==> src/design/rv_macros.svh <==
// ====================
// RV32 core build values
// Register width and compressed-ISA switch
// ====================

`ifndef RV_MACROS_SVH
`define RV_MACROS_SVH

// Register and address width
`define XLEN 32

// Compressed instruction support
// 1 means 2-byte fetch alignment, 0 means 4-byte
`define ENABLE_C_EXT 0

`endif

==> src/design/rv_trap_pkg.sv <==
// ====================
// Machine-mode trap types
// Cause codes, memory widths, CSR addresses, instruction word
// ====================

package rv_trap_pkg;

  // Exception cause codes, synchronous only
  typedef enum logic [4:0] {
    inst_misaligned  = 5'd0,
    illegal_inst     = 5'd2,
    breakpoint       = 5'd3,
    load_misaligned  = 5'd4,
    store_misaligned = 5'd6,
    ecall_m          = 5'd11
  } cause_e;

  // Load/store funct3 encodings
  typedef enum logic [2:0] {
    width_byte   = 3'b000,
    width_half   = 3'b001,
    width_word   = 3'b010,
    width_byte_u = 3'b100,
    width_half_u = 3'b101,
    width_word_u = 3'b110
  } mem_width_e;

  // Trap CSR map, mmisalign is custom
  typedef enum logic [11:0] {
    csr_mstatus   = 12'h300,
    csr_mtvec     = 12'h305,
    csr_mepc      = 12'h341,
    csr_mcause    = 12'h342,
    csr_mtval     = 12'h343,
    csr_mmisalign = 12'h7c0
  } csr_addr_e;

  // I-type layout, csr field sits in the immediate
  typedef struct packed {
    logic [11:0] csr;
    logic [4:0]  rs1;
    logic [2:0]  funct3;
    logic [4:0]  rd;
    logic [6:0]  opcode;
  } i_type_t;

  // Instruction word seen raw or as fields
  typedef union packed {
    logic [31:0] raw;
    i_type_t     i;
  } inst_u;

endpackage

==> src/design/exception_unit.sv <==
// ====================
// Exception detection
// Checks IF, ID and MEM stage status and picks the
// highest-priority synchronous exception
// ====================

`timescale 1ns/100ps

`include "rv_macros.svh"

module exception_unit (
  // IF stage
  input  logic [`XLEN-1:0]      if_pc,
  input  logic                  if_valid,
  // ID stage
  input  logic                  id_illegal_inst,
  input  logic                  id_ecall,
  input  logic                  id_ebreak,
  input  logic [`XLEN-1:0]      id_pc,
  input  rv_trap_pkg::inst_u    id_instruction,
  input  logic                  id_valid,
  // MEM stage
  input  logic [`XLEN-1:0]      mem_addr,
  input  logic                  mem_read,
  input  logic                  mem_write,
  input  logic [2:0]            mem_funct3,
  input  logic [`XLEN-1:0]      mem_pc,
  input  logic                  mem_valid,
  // mmisalign bit 0
  input  logic                  misalign_trap_en,
  // Selected exception
  output logic                  exception,
  output rv_trap_pkg::cause_e   exception_code,
  output logic [`XLEN-1:0]      exception_pc,
  output logic [`XLEN-1:0]      exception_val
);

  localparam bit c_ext = `ENABLE_C_EXT;

  logic if_misaligned;
  logic id_ebreak_exc;
  logic id_ecall_exc;
  logic id_illegal_exc;
  logic mem_half;
  logic mem_word;
  logic addr_misaligned;
  logic load_misaligned;
  logic store_misaligned;

  // ====================
  // Per-stage detection
  // ====================

  // Fetch alignment, 2 bytes with C, 4 bytes without
  assign if_misaligned = if_valid && (c_ext ? if_pc[0] : (if_pc[1:0] != 2'b00));

  assign id_ebreak_exc  = id_valid && id_ebreak;
  assign id_ecall_exc   = id_valid && id_ecall;
  assign id_illegal_exc = id_valid && id_illegal_inst;

  // Access size from funct3, byte accesses never fault
  always_comb begin
    mem_half = 1'b0;
    mem_word = 1'b0;
    case (mem_funct3)
      rv_trap_pkg::width_half,
      rv_trap_pkg::width_half_u: mem_half = 1'b1;
      rv_trap_pkg::width_word,
      rv_trap_pkg::width_word_u: mem_word = 1'b1;
      default: ;
    endcase
  end

  assign addr_misaligned = (mem_half && mem_addr[0]) ||
                           (mem_word && (mem_addr[1:0] != 2'b00));

  // Misalignment traps only when enabled at run time
  assign load_misaligned  = mem_valid && mem_read && misalign_trap_en && addr_misaligned;
  assign store_misaligned = mem_valid && mem_write && misalign_trap_en && addr_misaligned;

  // ====================
  // Priority select
  // ====================

  always_comb begin
    exception      = 1'b0;
    exception_code = rv_trap_pkg::inst_misaligned;
    exception_pc   = '0;
    exception_val  = '0;
    if (if_misaligned) begin
      exception      = 1'b1;
      exception_code = rv_trap_pkg::inst_misaligned;
      exception_pc   = if_pc;
      exception_val  = if_pc;
    end else if (id_ebreak_exc) begin
      exception      = 1'b1;
      exception_code = rv_trap_pkg::breakpoint;
      exception_pc   = id_pc;
      exception_val  = id_pc;
    end else if (id_ecall_exc) begin
      // mtval stays zero for ecall
      exception      = 1'b1;
      exception_code = rv_trap_pkg::ecall_m;
      exception_pc   = id_pc;
    end else if (id_illegal_exc) begin
      // Faulting instruction bits go to mtval
      exception          = 1'b1;
      exception_code     = rv_trap_pkg::illegal_inst;
      exception_pc       = id_pc;
      exception_val[31:0] = id_instruction.raw;
    end else if (load_misaligned) begin
      exception      = 1'b1;
      exception_code = rv_trap_pkg::load_misaligned;
      exception_pc   = mem_pc;
      exception_val  = mem_addr;
    end else if (store_misaligned) begin
      exception      = 1'b1;
      exception_code = rv_trap_pkg::store_misaligned;
      exception_pc   = mem_pc;
      exception_val  = mem_addr;
    end
  end

endmodule

==> src/design/trap_controller.sv <==
// ====================
// Trap controller
// Qualifies exceptions and mret, registers a one-cycle
// redirect and flush
// ====================

`timescale 1ns/100ps

`include "rv_macros.svh"

module trap_controller (
  input  logic                  clk,
  input  logic                  rst_n,
  // From exception detection
  input  logic                  exception,
  input  rv_trap_pkg::cause_e   exception_code,
  input  logic [`XLEN-1:0]      exception_pc,
  input  logic [`XLEN-1:0]      exception_val,
  input  logic                  id_mret,
  // Targets from the CSR file
  input  logic [`XLEN-1:0]      mtvec_base,
  input  logic [`XLEN-1:0]      mepc_value,
  // Updates to the CSR file
  output logic                  trap_take,
  output rv_trap_pkg::cause_e   trap_code,
  output logic [`XLEN-1:0]      trap_pc,
  output logic [`XLEN-1:0]      trap_val,
  output logic                  mret_take,
  // To the pipeline
  output logic                  redirect_valid,
  output logic [`XLEN-1:0]      redirect_pc,
  output logic                  flush
);

  logic             redirect_q;
  logic [`XLEN-1:0] target_q;

  // Instructions in the redirect cycle are being flushed
  assign trap_take = exception && !redirect_q;

  // Exception wins over mret
  assign mret_take = id_mret && !exception && !redirect_q;

  assign trap_code = exception_code;
  assign trap_pc   = exception_pc;
  assign trap_val  = exception_val;

  // Redirect valid for exactly one cycle
  always_ff @(posedge clk) begin
    if (!rst_n) begin
      redirect_q <= 1'b0;
    end else begin
      redirect_q <= trap_take || mret_take;
    end
  end

  // Target, mtvec on trap, mepc on mret
  always_ff @(posedge clk) begin
    if (trap_take) begin
      target_q <= mtvec_base;
    end else if (mret_take) begin
      target_q <= mepc_value;
    end
  end

  assign redirect_valid = redirect_q;
  assign redirect_pc    = target_q;
  assign flush          = redirect_q;

endmodule

==> src/design/trap_csr_file.sv <==
// ====================
// Trap CSR file
// mtvec, mepc, mcause, mtval, mstatus MIE/MPIE and mmisalign,
// with csrrw/csrrs/csrrc decode
// ====================

`timescale 1ns/100ps

`include "rv_macros.svh"

module trap_csr_file (
  input  logic                  clk,
  input  logic                  rst_n,
  // CSR instruction port
  input  logic                  csr_valid,
  input  rv_trap_pkg::inst_u    csr_inst,
  input  logic [`XLEN-1:0]      csr_wdata,
  output logic [`XLEN-1:0]      csr_rdata,
  // Trap and mret updates
  input  logic                  trap_take,
  input  rv_trap_pkg::cause_e   trap_code,
  input  logic [`XLEN-1:0]      trap_pc,
  input  logic [`XLEN-1:0]      trap_val,
  input  logic                  mret_take,
  // State to the rest of the trap path
  output logic [`XLEN-1:0]      mtvec_base,
  output logic [`XLEN-1:0]      mepc_value,
  output logic                  misalign_trap_en
);

  // SYSTEM opcode and CSR funct3 values
  localparam logic [6:0] op_system = 7'b1110011;
  localparam logic [2:0] f3_csrrw  = 3'b001;
  localparam logic [2:0] f3_csrrs  = 3'b010;
  localparam logic [2:0] f3_csrrc  = 3'b011;

  logic [`XLEN-1:0]    mtvec_q;
  logic [`XLEN-1:0]    mepc_q;
  rv_trap_pkg::cause_e mcause_q;
  logic [`XLEN-1:0]    mtval_q;
  logic                mie_q;
  logic                mpie_q;
  logic                misalign_q;

  logic                csr_op;
  logic                csr_we;
  logic [`XLEN-1:0]    csr_old;
  logic [`XLEN-1:0]    csr_new;

  // ====================
  // Decode and read
  // ====================

  assign csr_op = csr_valid && (csr_inst.i.opcode == op_system) &&
                  ((csr_inst.i.funct3 == f3_csrrw) ||
                   (csr_inst.i.funct3 == f3_csrrs) ||
                   (csr_inst.i.funct3 == f3_csrrc));

  // Set/clear with rs1 = x0 is a pure read
  assign csr_we = csr_op && ((csr_inst.i.funct3 == f3_csrrw) || (csr_inst.i.rs1 != 5'd0));

  // Old value, unknown addresses read 0
  always_comb begin
    csr_old = '0;
    case (csr_inst.i.csr)
      rv_trap_pkg::csr_mstatus: begin
        csr_old[3] = mie_q;
        csr_old[7] = mpie_q;
      end
      rv_trap_pkg::csr_mtvec:     csr_old = mtvec_q;
      rv_trap_pkg::csr_mepc:      csr_old = mepc_q;
      rv_trap_pkg::csr_mcause:    csr_old[4:0] = mcause_q;
      rv_trap_pkg::csr_mtval:     csr_old = mtval_q;
      rv_trap_pkg::csr_mmisalign: csr_old[0] = misalign_q;
      default: ;
    endcase
  end

  assign csr_rdata = csr_old;

  // Write value by operation
  always_comb begin
    case (csr_inst.i.funct3)
      f3_csrrs: csr_new = csr_old | csr_wdata;
      f3_csrrc: csr_new = csr_old & ~csr_wdata;
      default:  csr_new = csr_wdata;
    endcase
  end

  // ====================
  // Registers
  // ====================

  // Trap update beats a CSR write to the same register
  always_ff @(posedge clk) begin
    if (!rst_n) begin
      mtvec_q    <= '0;
      mepc_q     <= '0;
      mcause_q   <= rv_trap_pkg::inst_misaligned;
      mtval_q    <= '0;
      mie_q      <= 1'b0;
      mpie_q     <= 1'b0;
      misalign_q <= 1'b0;
    end else begin
      if (trap_take) begin
        // Low two pc bits forced to 0
        mepc_q   <= {trap_pc[`XLEN-1:2], 2'b00};
        mcause_q <= trap_code;
        mtval_q  <= trap_val;
        mpie_q   <= mie_q;
        mie_q    <= 1'b0;
      end else begin
        if (csr_we && (csr_inst.i.csr == rv_trap_pkg::csr_mepc))
          mepc_q <= {csr_new[`XLEN-1:2], 2'b00};
        if (csr_we && (csr_inst.i.csr == rv_trap_pkg::csr_mcause))
          mcause_q <= rv_trap_pkg::cause_e'(csr_new[4:0]);
        if (csr_we && (csr_inst.i.csr == rv_trap_pkg::csr_mtval))
          mtval_q <= csr_new;
        // mret restores interrupt enable
        if (mret_take) begin
          mie_q <= mpie_q;
        end else if (csr_we && (csr_inst.i.csr == rv_trap_pkg::csr_mstatus)) begin
          mie_q  <= csr_new[3];
          mpie_q <= csr_new[7];
        end
      end
      // Not touched by traps
      if (csr_we && (csr_inst.i.csr == rv_trap_pkg::csr_mtvec))
        mtvec_q <= {csr_new[`XLEN-1:2], 2'b00};
      if (csr_we && (csr_inst.i.csr == rv_trap_pkg::csr_mmisalign))
        misalign_q <= csr_new[0];
    end
  end

  assign mtvec_base       = mtvec_q;
  assign mepc_value       = mepc_q;
  assign misalign_trap_en = misalign_q;

endmodule

==> src/design/trap_top.sv <==
// ====================
// Trap path top
// Exception detection, trap controller and CSR file
// ====================

`timescale 1ns/100ps

`include "rv_macros.svh"

module trap_top (
  input  logic                  clk,
  input  logic                  rst_n,
  // IF stage
  input  logic [`XLEN-1:0]      if_pc,
  input  logic                  if_valid,
  // ID stage
  input  logic                  id_illegal_inst,
  input  logic                  id_ecall,
  input  logic                  id_ebreak,
  input  logic                  id_mret,
  input  logic [`XLEN-1:0]      id_pc,
  input  rv_trap_pkg::inst_u    id_instruction,
  input  logic                  id_valid,
  // MEM stage
  input  logic [`XLEN-1:0]      mem_addr,
  input  logic                  mem_read,
  input  logic                  mem_write,
  input  logic [2:0]            mem_funct3,
  input  logic [`XLEN-1:0]      mem_pc,
  input  logic                  mem_valid,
  // CSR access
  input  logic                  csr_valid,
  input  rv_trap_pkg::inst_u    csr_inst,
  input  logic [`XLEN-1:0]      csr_wdata,
  output logic [`XLEN-1:0]      csr_rdata,
  // Redirect to fetch
  output logic                  redirect_valid,
  output logic [`XLEN-1:0]      redirect_pc,
  output logic                  flush
);

  // Detection to controller
  logic                exception;
  rv_trap_pkg::cause_e exception_code;
  logic [`XLEN-1:0]    exception_pc;
  logic [`XLEN-1:0]    exception_val;

  // Controller to CSR file
  logic                trap_take;
  rv_trap_pkg::cause_e trap_code;
  logic [`XLEN-1:0]    trap_pc;
  logic [`XLEN-1:0]    trap_val;
  logic                mret_take;

  // CSR file back to the others
  logic [`XLEN-1:0]    mtvec_base;
  logic [`XLEN-1:0]    mepc_value;
  logic                misalign_trap_en;

  exception_unit u_exception_unit (
    .if_pc            (if_pc),
    .if_valid         (if_valid),
    .id_illegal_inst  (id_illegal_inst),
    .id_ecall         (id_ecall),
    .id_ebreak        (id_ebreak),
    .id_pc            (id_pc),
    .id_instruction   (id_instruction),
    .id_valid         (id_valid),
    .mem_addr         (mem_addr),
    .mem_read         (mem_read),
    .mem_write        (mem_write),
    .mem_funct3       (mem_funct3),
    .mem_pc           (mem_pc),
    .mem_valid        (mem_valid),
    .misalign_trap_en (misalign_trap_en),
    .exception        (exception),
    .exception_code   (exception_code),
    .exception_pc     (exception_pc),
    .exception_val    (exception_val)
  );

  trap_controller u_trap_controller (
    .clk            (clk),
    .rst_n          (rst_n),
    .exception      (exception),
    .exception_code (exception_code),
    .exception_pc   (exception_pc),
    .exception_val  (exception_val),
    .id_mret        (id_mret),
    .mtvec_base     (mtvec_base),
    .mepc_value     (mepc_value),
    .trap_take      (trap_take),
    .trap_code      (trap_code),
    .trap_pc        (trap_pc),
    .trap_val       (trap_val),
    .mret_take      (mret_take),
    .redirect_valid (redirect_valid),
    .redirect_pc    (redirect_pc),
    .flush          (flush)
  );

  trap_csr_file u_trap_csr_file (
    .clk              (clk),
    .rst_n            (rst_n),
    .csr_valid        (csr_valid),
    .csr_inst         (csr_inst),
    .csr_wdata        (csr_wdata),
    .csr_rdata        (csr_rdata),
    .trap_take        (trap_take),
    .trap_code        (trap_code),
    .trap_pc          (trap_pc),
    .trap_val         (trap_val),
    .mret_take        (mret_take),
    .mtvec_base       (mtvec_base),
    .mepc_value       (mepc_value),
    .misalign_trap_en (misalign_trap_en)
  );

endmodule

==> config.mk <==
export PLATFORM = sky130hd
export DESIGN_NAME = trap_top
export DESIGN_NICKNAME = d
export VERILOG_FILES = /design/src/design/rv_trap_pkg.sv /design/src/design/exception_unit.sv /design/src/design/trap_controller.sv /design/src/design/trap_csr_file.sv /design/src/design/trap_top.sv
export VERILOG_INCLUDE_DIRS = /design/src /design/src/design
export SDC_FILE = /design/constraint.sdc
export NUM_CORES = 1
export LEC_CHECK = 0
export BUFFER_PORTS_ARGS = -buffer_cell sky130_fd_sc_hd__buf_4
export CAP_MARGIN = 20
export CORE_MARGIN = 3
export CORE_UTILIZATION = 45
export CTS_BUF_LIST = sky130_fd_sc_hd__clkbuf_2
export DETAILED_ROUTE_END_ITERATION = 6
export PLACE_DENSITY = 0.74
export SETUP_SLACK_MARGIN = 0.1
export SLEW_MARGIN = 20
export SYNTH_ARGS = -nofsm -noshare
export SYNTH_HDL_FRONTEND = slang
export SYNTH_SLANG_ARGS = --single-unit
==> constraint.sdc <==
create_clock -name clk -period 3.69 [get_ports clk]
set_input_delay 0.5535 -clock clk [delete_from_list [all_inputs] [get_ports clk]]
set_output_delay 0.5535 -clock clk [all_outputs]
set_load 0.02 [all_outputs]
==> impl_metrics.tcl <==
set metrics [dict create \
    hold_ws_ps 152 \
    fin_ws_ps 758 \
    clock_skew_ps 31.6 \
    yosysWarnings 0 \
    cts_tree "yes" \
    synth_top_area_share_pct 24.0 \
    seqCellArea_sq_um 2920 \
    route.detailed.drc 5 \
    area_growth_pct 32.0 \
    overflow 0 \
    stdcell_area_sq_um 11100 \
    placementRows 49 \
    crit_path_end_kind "output port" \
    synthTopCellsByArea "dfxtp_1 (24%), edfxtp_1 (11%), nand2_1 (10%)" \
    ff2ff_path_depth 6 \
    setup_tns_ps 0 \
    power.total_mw 3.51 \
    rrSetupSlack_ps 940 \
    worst_pin_slew_ps 1100 \
    synth-main-ff-cell "dfxtp_1" \
    antenna_found_initial 1 \
    numCtsBuffers 17 \
    final.fill_count 1664 \
    cp.required_ps 3140 \
    violations "DRC" \
    vias 9911 \
    grt_max_degree 46 \
    place_ws_ps 638 \
    dr.pass1.iters 7 \
    clock_latency_ps 720 \
    htreeDepth 4 \
    start_kind "input pin" \
    grt_use_total_pct 33.1 \
    min_from "if_pc[2]" \
    maxSlewViolCount 0 \
    routed_wl_microns 35000 \
    powerDensity_nw_per_um2 315 \
    leakage_nw 4.67 \
    post_dp_cell_area_sq_um 10900 \
    dp_cells 1527 \
    status "finished with violations" \
    vdd_drop_max_uv 206 \
    synth_seq_cells 131 \
    drtAntennaViolNets 0 \
    die_area_sq_um 20400 \
    synth_area_sq_um 8430 \
    fmaxAchievable_mhz 341 \
    synth-edff-count 30 \
    fin_crit_sh_pct 79.5 \
    drt_iter0_drc 1254 \
    grt_pass1_wl_microns 52100 \
    gp_congestion 0.989 \
    timing.rr.start "u_trap_csr_file.misalign_trap_en" \
    post_cts_buffers 0 \
    setup_violations 0 \
    hp-class "in2reg" \
    hold_end "u_trap_csr_file.mtval_q[2]" \
    multi_input_area_sq_um 5100 \
    fin_util_pct 61.1 \
    clockBufferDepth 2 \
    hold_viol 0 \
    dieWidth_microns 143 \
    crit_arrival_ps 2380 \
    worst-path-max-fanout 20 \
    hold_buffers 0 \
    hpwl_microns 25800 \
    synth_cell_type_count 72 \
    fin_nets 1556 \
    synth_top_area_cell "dfxtp_1" \
    stdcell_count 1560 \
    ys_seq_area_share_pct 34.7 \
    drive_gt1_share_pct 29.5 \
    yosysMostFrequentCell "nand2_1" \
    syn_inst 1056 \
    r2r_end "u_trap_csr_file.mepc_value[30]" \
    io_buffers 294 \
    clock_sinks 131 \
    cts_root_buf "clkbuf_2" \
    max_cap_viol_count 0 \
    routedWlPerCell_microns 22.5 \
    async_flop_share_pct 0 \
    initial_utilization_pct 46.3 \
    path_clk_slew_ps 170 \
    die_h_microns 143 \
    core_sq_um 18200 \
    drt-vias-per-instance 6.35 \
    io_pins 305 \
    period_needed_ps 2930 \
    syn_avg_cell_area_sq_um 7.98 \
    worstSetupPathType "in2out" \
    synthTopCellsByCount "nand2_1 (227), a21oi_1 (118), dfxtp_1 (101)" \
    rsz0062_at_grt "no" \
    relSlewSlack_pct 26.9 \
    grt_pass1_vias 9390 \
    whs_path_depth 3 \
    ctsResizeCount 0 \
]
[cell usage in the layout (no fill, tap or decap), types with 6 or more instances in the layout]
master | netlist | routed
o211ai_1 | 12 | 12
a21oi_1 | 118 | 118
clkbuf_2 | 0 | 17
a22oi_1 | 24 | 24
edfxtp_1 | 30 | 30
and2_1 | 33 | 33
o21ai_0 | 23 | 23
nand4_1 | 7 | 7
a32oi_1 | 14 | 14
o31ai_1 | 37 | 37
nor2_1 | 38 | 37
a221oi_1 | 18 | 18
a22o_1 | 20 | 20
a221o_1 | 12 | 12
dfxtp_1 | 101 | 101
nand2_1 | 227 | 226
nand2b_1 | 7 | 7
nor2b_1 | 12 | 12
buf_4 | 4 | 330
a31oi_1 | 7 | 6
inv_1 | 20 | 19
a222oi_1 | 27 | 27
a2bb2oi_1 | 31 | 31
nand3_1 | 27 | 27
mux2i_1 | 33 | 33
o31ai_2 | 10 | 10
[worst max-delay path, stage by stage]
cell	delay, ps
buf_4	210
nand4bb_1	280
or4_1	600
nor2_1	320
a221o_1	250
buf_4	150
[sequential cells by signal (all words and copies together) (netlist names)]
| signal | flops |
|---|---|
| u_trap_csr_file.misalign_trap_en | 1 |
| u_trap_csr_file.mpie_q | 1 |
| u_trap_controller.flush | 1 |
| u_trap_csr_file.mcause_q | 5 |
| u_trap_csr_file.mtval_q | 32 |
| u_trap_controller.redirect_pc | 30 |
| u_trap_csr_file.mepc_value | 30 |
| u_trap_csr_file.mtvec_base | 30 |
| u_trap_csr_file.mie_q | 1 |
[power breakdown]
part	total, mW	internal, mW	switching, mW	leakage, nW
logic	0.974	0.432	0.542	3.39
clock network	0.868	0.304	0.563	0.139
registers	1.67	1.59	0.0753	1.14
total	3.51	2.33	1.18	4.67
[area by class of cell]
class | count | area share (%)
Timing Repair Buffer | 332 | 22.6
Sequential cell | 131 | 26.3
Multi-Input combinational cell | 815 | 45.8
Tap cell | 229 | 2.57
Antenna cell | 1 | 0.0225
Inverter | 20 | 0.675
Clock buffer | 17 | 0.765
Clock inverter | 15 | 1.24
[cells by family after synthesis]
kind of cell | after synthesis | synth area share, %
other cells | 1 | 0.0445
xor+xnor | 1 | 0.104
buf+inv | 111 | 5.49
compound gates | 383 | 33.4
flops | 131 | 34.7
simple gates | 395 | 22.2
mux | 34 | 4.05
[routing by layer]
layer  up-vias  GRT usage [%]  wire (microns)
li1       4522              -               -
met1      4603           43.5           13600
met2       679           52.8           16000
met3       107           7.27            4070
met4         0           13.8            1280
met5         -              0               0
[worst max-delay path by stage]
stage | cells after the start | endpoint | from | slack, ps
5_1_grt | 6 | csr_rdata[2] | csr_inst[21] | 660
3_3_place_gp | 9 | u_trap_csr_file.mepc_value[3] | csr_inst[20] | 690
2_1_floorplan | 7 | u_trap_controller.redirect_pc[10] | id_ebreak | 600
4_1_cts | 6 | csr_rdata[30] | csr_inst[21] | 810
6_report | 6 | csr_rdata[30] | csr_inst[21] | 760
3_5_place_dp | 9 | u_trap_csr_file.mepc_value[4] | csr_inst[20] | 640
No activity file was read; power rests on OpenSTA's default activity.
